==> src/hdl/mem_share_pkg.sv <==
// Shared sizes for the four-peer shared-memory subsystem.
// Peer count, grant index width, memory geometry and the
// state codes of the per-peer handshake port.

package mem_share_pkg;

  // Number of peer clients that share the memory.
  localparam int unsigned NumPeers = 4;

  // Width of a binary grant index, enough to name every peer.
  localparam int unsigned PeerIdxWidth = 2;

  // Word address width and the matching number of words.
  localparam int unsigned MemAddrWidth = 4;
  localparam int unsigned MemDepth = 16;

  // Width of one memory word.
  localparam int unsigned DataWidth = 16;

  // State codes of the req/ack port FSM.
  // Idle waits for a request, wait holds it until the access is captured,
  // and acked holds the ack until the peer lets go of its request.
  localparam logic [1:0] PortIdle = 2'd0;
  localparam logic [1:0] PortWait = 2'd1;
  localparam logic [1:0] PortAcked = 2'd2;

endpackage : mem_share_pkg

==> src/hdl/mem_share_top.sv <==
// Shared-memory subsystem top level.
// Per-peer req/ack ports, the round-robin arbiter, the grant-steered
// memory bus, the grant checker, the memory and the sticky error flag.

module mem_share_top (
  input  logic                                                        clk_i,
  input  logic                                                        rst_n_i,
  input  logic [mem_share_pkg::NumPeers-1:0]                          req_i,
  input  logic [mem_share_pkg::NumPeers-1:0]                          we_i,
  input  logic [mem_share_pkg::NumPeers*mem_share_pkg::MemAddrWidth-1:0] addr_i,
  input  logic [mem_share_pkg::NumPeers*mem_share_pkg::DataWidth-1:0] wdata_i,
  output logic [mem_share_pkg::NumPeers-1:0]                          ack_o,
  output logic [mem_share_pkg::NumPeers*mem_share_pkg::DataWidth-1:0] rdata_o,
  output logic                                                        fatal_err_o
);

  import mem_share_pkg::*;

  logic [NumPeers-1:0]     pend;
  logic [NumPeers-1:0]     gnt;
  logic [PeerIdxWidth-1:0] gnt_idx;
  logic                    gnt_valid;
  logic                    mem_we;
  logic [MemAddrWidth-1:0] mem_addr;
  logic [DataWidth-1:0]    mem_wdata;
  logic [DataWidth-1:0]    mem_rdata;
  logic                    oh_err;

  ////////////////////////////////////////////////////////////////////////////
  // Peer ports
  ////////////////////////////////////////////////////////////////////////////

  // All ports see the same read data; each takes it only after its own grant.
  for (genvar p = 0; p < NumPeers; p++) begin : gen_port
    req_ack_port i_req_ack_port (
      .clk_i       (clk_i),
      .rst_n_i     (rst_n_i),
      .req_i       (req_i[p]),
      .gnt_i       (gnt[p]),
      .mem_rdata_i (mem_rdata),
      .pend_o      (pend[p]),
      .ack_o       (ack_o[p]),
      .rdata_o     (rdata_o[p*DataWidth +: DataWidth])
    );
  end : gen_port

  rr_arbiter i_rr_arbiter (
    .clk_i       (clk_i),
    .rst_n_i     (rst_n_i),
    .pend_i      (pend),
    .gnt_o       (gnt),
    .gnt_idx_o   (gnt_idx),
    .gnt_valid_o (gnt_valid)
  );

  ////////////////////////////////////////////////////////////////////////////
  // Memory bus
  ////////////////////////////////////////////////////////////////////////////

  // The binary index steers the granted peer's request onto the memory.
  // Without a valid grant the memory only does a harmless read.
  assign mem_addr = addr_i[gnt_idx*MemAddrWidth +: MemAddrWidth];
  assign mem_wdata = wdata_i[gnt_idx*DataWidth +: DataWidth];
  assign mem_we = gnt_valid && we_i[gnt_idx];

  shared_sram i_shared_sram (
    .clk_i   (clk_i),
    .we_i    (mem_we),
    .addr_i  (mem_addr),
    .wdata_i (mem_wdata),
    .rdata_o (mem_rdata)
  );

  // The vector, the index and the flag must tell the same story.
  onehot_check i_onehot_check (
    .clk_i   (clk_i),
    .rst_n_i (rst_n_i),
    .oh_i    (gnt),
    .idx_i   (gnt_idx),
    .en_i    (gnt_valid),
    .err_o   (oh_err)
  );

  // Once set, the fatal flag stays up until reset.
  always_ff @(posedge clk_i or negedge rst_n_i) begin
    if (!rst_n_i) begin
      fatal_err_o <= 1'b0;
    end else if (oh_err) begin
      fatal_err_o <= 1'b1;
    end
  end

endmodule : mem_share_top

==> src/hdl/onehot_check.sv <==
// Grant vector checker.
// Flags a vector with more than one bit set, a vector whose OR
// disagrees with the valid flag, or a set bit away from the index.
// Built from explicit binary trees to keep the logic depth short.

module onehot_check (
  // The checker itself is combinational; clock and reset feed the assertions.
  input  logic                                    clk_i,
  input  logic                                    rst_n_i,
  input  logic [mem_share_pkg::NumPeers-1:0]      oh_i,
  input  logic [mem_share_pkg::PeerIdxWidth-1:0]  idx_i,
  input  logic                                    en_i,
  output logic                                    err_o
);

  import mem_share_pkg::*;

  ////////////////////////////////////////////////////////////////////////////
  // Binary trees
  ////////////////////////////////////////////////////////////////////////////

  // A full tree with PeerIdxWidth levels above the leaves holds
  // 2**(PeerIdxWidth+1)-1 nodes. Node 0 is the root.
  // On level l the first node sits at 2**l-1, and the children of
  // node (2**l-1+k) sit at 2**(l+1)-1+2k and the one after it.
  logic [2**(PeerIdxWidth+1)-2:0] or_tree;
  // The AND tree follows idx_i down from the root, so its root is the
  // vector bit that the index points at.
  logic [2**(PeerIdxWidth+1)-2:0] and_tree;
  // The collision tree goes high where both halves of a subtree hold a set bit.
  logic [2**(PeerIdxWidth+1)-2:0] err_tree;

  for (genvar level = 0; level <= PeerIdxWidth; level++) begin : gen_tree
    for (genvar offset = 0; offset < 2**level; offset++) begin : gen_level
      if (level == PeerIdxWidth) begin : gen_leaf
        // Leaves past the last peer are tied off.
        if (offset < NumPeers) begin : gen_assign
          assign or_tree[2**level-1+offset]  = oh_i[offset];
          assign and_tree[2**level-1+offset] = oh_i[offset];
        end else begin : gen_tie_off
          assign or_tree[2**level-1+offset]  = 1'b0;
          assign and_tree[2**level-1+offset] = 1'b0;
        end
        assign err_tree[2**level-1+offset] = 1'b0;
      end else begin : gen_node
        assign or_tree[2**level-1+offset] = or_tree[2**(level+1)-1+2*offset] ||
                                            or_tree[2**(level+1)+2*offset];
        // The index bit for this level picks the lower or the upper child.
        assign and_tree[2**level-1+offset] =
          (!idx_i[PeerIdxWidth-1-level] && and_tree[2**(level+1)-1+2*offset]) ||
          (idx_i[PeerIdxWidth-1-level] && and_tree[2**(level+1)+2*offset]);
        assign err_tree[2**level-1+offset] =
          (or_tree[2**(level+1)-1+2*offset] && or_tree[2**(level+1)+2*offset]) ||
          err_tree[2**(level+1)-1+2*offset] || err_tree[2**(level+1)+2*offset];
      end
    end : gen_level
  end : gen_tree

  ////////////////////////////////////////////////////////////////////////////
  // Checks
  ////////////////////////////////////////////////////////////////////////////

  logic oh0_err;
  logic enable_err;
  logic addr_err;

  // More than one bit set anywhere in the vector.
  assign oh0_err = err_tree[0];
  // A grant must show up exactly when the valid flag is high.
  assign enable_err = or_tree[0] ^ en_i;
  // With one bit set, the steered AND must land on it.
  assign addr_err = or_tree[0] ^ and_tree[0];

  assign err_o = oh0_err || enable_err || addr_err;

  // The trees must catch every bad vector that a plain reduction would.
  onehot0_a: assert property (@(posedge clk_i) disable iff (!rst_n_i)
    !$onehot0(oh_i) |-> err_o);
  enable_a: assert property (@(posedge clk_i) disable iff (!rst_n_i)
    ((|oh_i) != en_i) |-> err_o);
  index_a: assert property (@(posedge clk_i) disable iff (!rst_n_i)
    (oh_i[idx_i] != (|oh_i)) |-> err_o);

endmodule : onehot_check

==> src/hdl/req_ack_port.sv <==
// Four-phase slave port for one peer.
// Turns a peer request into a pending flag for the arbiter,
// captures read data after the grant and runs the ack handshake.

module req_ack_port (
  input  logic                                 clk_i,
  input  logic                                 rst_n_i,
  input  logic                                 req_i,
  input  logic                                 gnt_i,
  input  logic [mem_share_pkg::DataWidth-1:0]  mem_rdata_i,
  output logic                                 pend_o,
  output logic                                 ack_o,
  output logic [mem_share_pkg::DataWidth-1:0]  rdata_o
);

  import mem_share_pkg::*;

  logic [1:0] state_q;
  // High in the cycle after the grant, when memory read data is valid.
  logic       cap_q;

  ////////////////////////////////////////////////////////////////////////////
  // Handshake FSM
  ////////////////////////////////////////////////////////////////////////////

  always_ff @(posedge clk_i or negedge rst_n_i) begin
    if (!rst_n_i) begin
      state_q <= PortIdle;
      pend_o <= 1'b0;
      cap_q <= 1'b0;
    end else begin
      cap_q <= gnt_i;
      case (state_q)
        // Ack is low here, so a request seen now is a fresh one.
        PortIdle: begin
          if (req_i) begin
            state_q <= PortWait;
            pend_o <= 1'b1;
          end
        end
        // Pending drops at the edge that ends the grant.
        // The ack follows one edge later, together with the read data.
        PortWait: begin
          if (gnt_i) begin
            pend_o <= 1'b0;
          end
          if (cap_q) begin
            state_q <= PortAcked;
          end
        end
        // Stay here until the peer drops its request.
        PortAcked: begin
          if (!req_i) begin
            state_q <= PortIdle;
          end
        end
        default: state_q <= PortIdle;
      endcase
    end
  end

  assign ack_o = (state_q == PortAcked);

  // Read data is held until the next access of this peer.
  always_ff @(posedge clk_i) begin
    if (cap_q) begin
      rdata_o <= mem_rdata_i;
    end
  end

  // The arbiter must only grant a port that has a request pending.
  gnt_pend_a: assert property (@(posedge clk_i) disable iff (!rst_n_i)
    gnt_i |-> pend_o);

endmodule : req_ack_port

==> src/hdl/rr_arbiter.sv <==
// Round-robin arbiter for the shared memory bus.
// Issues registered one-cycle grants as a one-hot vector,
// a binary index and a valid flag.

module rr_arbiter (
  input  logic                                    clk_i,
  input  logic                                    rst_n_i,
  input  logic [mem_share_pkg::NumPeers-1:0]      pend_i,
  output logic [mem_share_pkg::NumPeers-1:0]      gnt_o,
  output logic [mem_share_pkg::PeerIdxWidth-1:0]  gnt_idx_o,
  output logic                                    gnt_valid_o
);

  import mem_share_pkg::*;

  // The peer with top priority in the next search.
  // It always sits one past the last winner.
  logic [PeerIdxWidth-1:0] ptr_q;

  logic [NumPeers-1:0]     eligible;
  logic                    win_found;
  logic [PeerIdxWidth-1:0] win_idx;

  // The peer granted right now still shows pend_i during its grant cycle,
  // so it is taken out of the race here.
  assign eligible = pend_i & ~gnt_o;

  ////////////////////////////////////////////////////////////////////////////
  // Priority search
  ////////////////////////////////////////////////////////////////////////////

  // Walk the peers once, starting at the pointer.
  // The index sum wraps on its own since the peer count is a power of two.
  always_comb begin
    logic [PeerIdxWidth-1:0] cand;
    win_found = 1'b0;
    win_idx = '0;
    for (int unsigned i = 0; i < NumPeers; i++) begin
      cand = ptr_q + PeerIdxWidth'(i);
      if (!win_found && eligible[cand]) begin
        win_found = 1'b1;
        win_idx = cand;
      end
    end
  end

  ////////////////////////////////////////////////////////////////////////////
  // Grant registers
  ////////////////////////////////////////////////////////////////////////////

  always_ff @(posedge clk_i or negedge rst_n_i) begin
    if (!rst_n_i) begin
      gnt_o <= '0;
      gnt_idx_o <= '0;
      gnt_valid_o <= 1'b0;
      ptr_q <= '0;
    end else begin
      // Each grant lasts a single cycle unless a new winner follows.
      gnt_valid_o <= win_found;
      gnt_o <= win_found ? (NumPeers'(1) << win_idx) : '0;
      gnt_idx_o <= win_idx;
      // The pointer only moves when a grant is actually issued.
      if (win_found) begin
        ptr_q <= win_idx + 1'b1;
      end
    end
  end

  // A grant always goes to a peer that was pending the cycle before.
  grant_pending_a: assert property (@(posedge clk_i) disable iff (!rst_n_i)
    gnt_valid_o |-> (($past(pend_i) & gnt_o) != '0));

endmodule : rr_arbiter

==> src/hdl/shared_sram.sv <==
// Single-port word memory shared by all peers.
// Synchronous write with a registered read of the old word.

module shared_sram (
  input  logic                                    clk_i,
  input  logic                                    we_i,
  input  logic [mem_share_pkg::MemAddrWidth-1:0]  addr_i,
  input  logic [mem_share_pkg::DataWidth-1:0]     wdata_i,
  output logic [mem_share_pkg::DataWidth-1:0]     rdata_o
);

  import mem_share_pkg::*;

  // One word per address.
  logic [DataWidth-1:0] mem_q [MemDepth];

  ////////////////////////////////////////////////////////////////////////////
  // Access
  ////////////////////////////////////////////////////////////////////////////

  // The write lands at the edge that ends the grant cycle.
  // In the same edge the read register takes the word as it was before,
  // so a write returns the old contents, and a read its current word.
  always_ff @(posedge clk_i) begin
    if (we_i) begin
      mem_q[addr_i] <= wdata_i;
    end
    rdata_o <= mem_q[addr_i];
  end

  // The read runs every cycle; only the port that was granted
  // one cycle earlier picks up the result.

endmodule : shared_sram

==> config.mk <==
export PLATFORM = sky130hd
export DESIGN_NAME = mem_share_top
export DESIGN_NICKNAME = d
export VERILOG_FILES = /design/src/hdl/mem_share_pkg.sv /design/src/hdl/mem_share_top.sv /design/src/hdl/onehot_check.sv /design/src/hdl/req_ack_port.sv /design/src/hdl/rr_arbiter.sv /design/src/hdl/shared_sram.sv
export SDC_FILE = /design/constraint.sdc
export NUM_CORES = 1
export LEC_CHECK = 0
export ABC_AREA = 1
export BUFFER_PORTS_ARGS = -buffer_cell sky130_fd_sc_hd__buf_2
export CAP_MARGIN = 10
export CORE_MARGIN = 2
export CORE_UTILIZATION = 55
export DETAILED_ROUTE_END_ITERATION = 8
export MAX_ROUTING_LAYER = met4
export PLACE_DENSITY_LB_ADDON = 0.05
export SETUP_SLACK_MARGIN = 0.02
export SLEW_MARGIN = 0
export SYNTH_ARGS = -nofsm -noshare
export SYNTH_HDL_FRONTEND = slang
export SYNTH_SLANG_ARGS = --single-unit
==> constraint.sdc <==
create_clock -name clk_i -period 6.7 [get_ports clk_i]
set_clock_uncertainty 0.1 [all_clocks]
set_input_delay 0 -clock clk_i [delete_from_list [all_inputs] [get_ports clk_i]]
set_output_delay 0 -clock clk_i [all_outputs]
set_load 0.01 [all_outputs]
==> out/results.txt <==
Top cell type's share of synthesized area = 0.642
Crit share post-route = 0.662
Initial antenna violation count = 1
Post-layout minimum cycle time = 4.44 ns
Core area = 0.0268 mm2
Largest family of logic cells by synthesized area = simple AND/OR/NAND/NOR gates
Htree depth = 2
P&R area growth vs syn = 15.2%
Final total power = 9.57 mW
Port bufs = 158
Met3 Track Usage GR = 0.0463
Post-Synth Simple-Gate Area = 0.226
DRC = 0
MaxCap Viol Count = 0
Final hold vios = 0
First-pass GRT wire length = 55.2 mm
GR Util met1 = 0.368
Mean post-synth cell area = 10.5 um2
Status = complete, no violations
Via count = 10200
Synth area leaders = edfxtp_1 (64%), nand2_1 (19%), dfrtp_1 (4.3%)
Post-synth net total = 1518
Crit Path Category = reg -> reg
DIE AREA = 0.0285 mm2
Routed Antenna Nets = 0
Unrepaired setup endpoints after global routing = no
Ys Warns = 0
Hold crit path type = in -> reg
Reg clk slew, reported paths = 0.06 ns
Drt total wl = 37.1 mm
Startpoint Class = register
Slew @ Worst Pin = 1.13 ns
Post-synthesis mux area share = 0
Compound-gate portion of the synthesized area = 0.0251
Core Rows = 60
Die height = 169 um
Via/cell ratio = 5.26
Starting DRT DRC Count = 1282
Worst Path Arrival = 4.47 ns
Final setup vio count = 0
CTS Buf Count = 37
Critical Path RT = 6.74 ns
Grt ovf = 0
LEAKAGE = 7.45 nW
Hpwl dp = 23.2 mm
Pins Over Slew Limit = 0
FMAX = 225 MHz
Share of layout cells above drive strength 1 = 0.169
Post-Syn Instances = 1428
Clock sinks = 362
Gr busiest metal = met2
Area leader, netlist = edfxtp_1
GRT Util Overall = 0.266
Most frequent cells in the layout = nand2_1 (762), edfxtp_1 (320), buf_2 (158)
Setup TNS = 0 ns
Sequential share of the synthesized area = 0.707
Fin Hold WS = 0.0942 ns
Syn Std Cell Area = 0.0150 mm2
Boundary Pins = 159
Die span in x = 169 um
GPL Wtd Cong = 0.886
CTS Root Cell = clkbuf_16
CTS tree = built
Initial Util = 0.558
Vias in the first global route = 9347
Met2 usage = 0.413
Clk_lat worst skew = 0.53 ns
Clock buffer depth = 3
PwrDens = 555 mW/mm2
Post-synthesis register bit count = 362
Worst-path maximum fanout = 91
Post-Synth Adder-Cell Area = 0
Worst Setup End Kind = register
Post-CTS setup buffers = 0
Netlist cell types = 26
Total Nets Final = 1667
IR drop worst, VDD = 252 uV
Drt wl/cell = 19.1 um
Most common cell after layout, fill and taps aside = nand2_1
Largest net degree at the start of global routing = 92
Worst slew margin = 0.245
Pre-antenna DRT Iters = 5
XOR/XNOR Fraction of Synth Area = 0
## synthesized netlist by cell type
master and count:
o21ai_0 42, inv_1 52, o21ai_1 2, buf_2 27, nand3_1 28, nand4_1 2, o22ai_1 16, nand2_4 2
o221ai_1 1, edfxtp_1 320, buf_6 5, a21boi_1 1, inv_2 8, dfrtp_1 26, clkbuf_1 10, a21oi_1 6
buf_4 22, nor2_1 67, nand2_2 3, a221oi_1 1, nand2_1 762, inv_4 1, nor3_1 1, nand3_2 4
dfxtp_1 16, nor2_4 3
## stage by stage
stage,cell area (um2),worst slack [ns],util,cells
2_1_floorplan,15000,4.17,-,1428
3_3_place_gp,16000,1.76,0.597,1871
3_5_place_dp,16000,1.65,0.597,1871
4_1_cts,17200,1.63,0.642,1941
5_1_grt,17200,2.03,0.644,1943
6_report,17200,2.26,0.644,1943
## registers in the layout (all words and copies together) (netlist names)
name	count
fatal_err_o	1
gen_port.i_req_ack_port.cap_q	4
gen_port.i_req_ack_port.pend_o	4
gen_port.i_req_ack_port.rdata_o	64
gen_port.i_req_ack_port.state_q	8
i_rr_arbiter.gnt_idx_o	2
i_rr_arbiter.gnt_o	4
i_rr_arbiter.gnt_valid_o	1
i_rr_arbiter.ptr_q	2
i_shared_sram.mem_q	256
i_shared_sram.rdata_o	16
## critical path: stages, from the launching register on
cell,delay (ns)
dfrtp_1,0.65
inv_2,0.44
nand3_2,0.16
nand2_4,0.41
buf_4,0.84
nand3_1,0.53
nor2_2,0.88
## per-layer routing
layer  wire [um]  vias to the layer above
met4         818                        0
met5           0                        -
met3        2970                       56
met1       15900                     4775
met2       17500                      447
li1            -                     4947
## final cells by class
cell class / instances / area [um2]
Sequential cell: 362 / 10600
Fill cell: 2120 / 9550
Multi-Input combinational cell: 941 / 3910
Clock buffer: 50 / 1000
Timing Repair Buffer: 174 / 958
Tap cell: 341 / 427
Inverter: 61 / 234
Clock inverter: 13 / 136
Antenna cell: 1 / 2.50
## power by group
group | total (mW) | switching, mW | internal, mW
Combinational | 3.90 | 2.95 | 0.946
Clock | 1.95 | 0.817 | 1.13
Sequential | 3.72 | 0.271 | 3.45
## worst paths after layout
kind                                           start                                    end  slack, ns  cells after the start
max reg2reg                i_rr_arbiter.gnt_idx_o[1]              i_shared_sram.mem_q[2][5]       2.26                      6
min in group asynchronous                    rst_n_i      gen_port[2].i_req_ack_port.pend_o       0.45                      4
max in group asynchronous                    rst_n_i  gen_port[3].i_req_ack_port.state_q[0]       5.89                      4
min                                       wdata_i[7]              i_shared_sram.mem_q[7][7]       0.09                      4
min reg2reg                    i_rr_arbiter.gnt_o[0]       gen_port[0].i_req_ack_port.cap_q       0.30                      0
max                        i_rr_arbiter.gnt_idx_o[1]              i_shared_sram.mem_q[2][5]       2.26                      6
## kinds of logic after synthesis
kind of cell,after synthesis
AOI/OAI and AO/OA,69
buffers and inverters,125
DFF,362
and+or+nand+nor,872
## what timing repair did
item	CTS	global route
endpoints found under the hold margin	38	0
gates resized for setup	0	0
hold buffers	7	0
(Power assumes the default switching activity.)
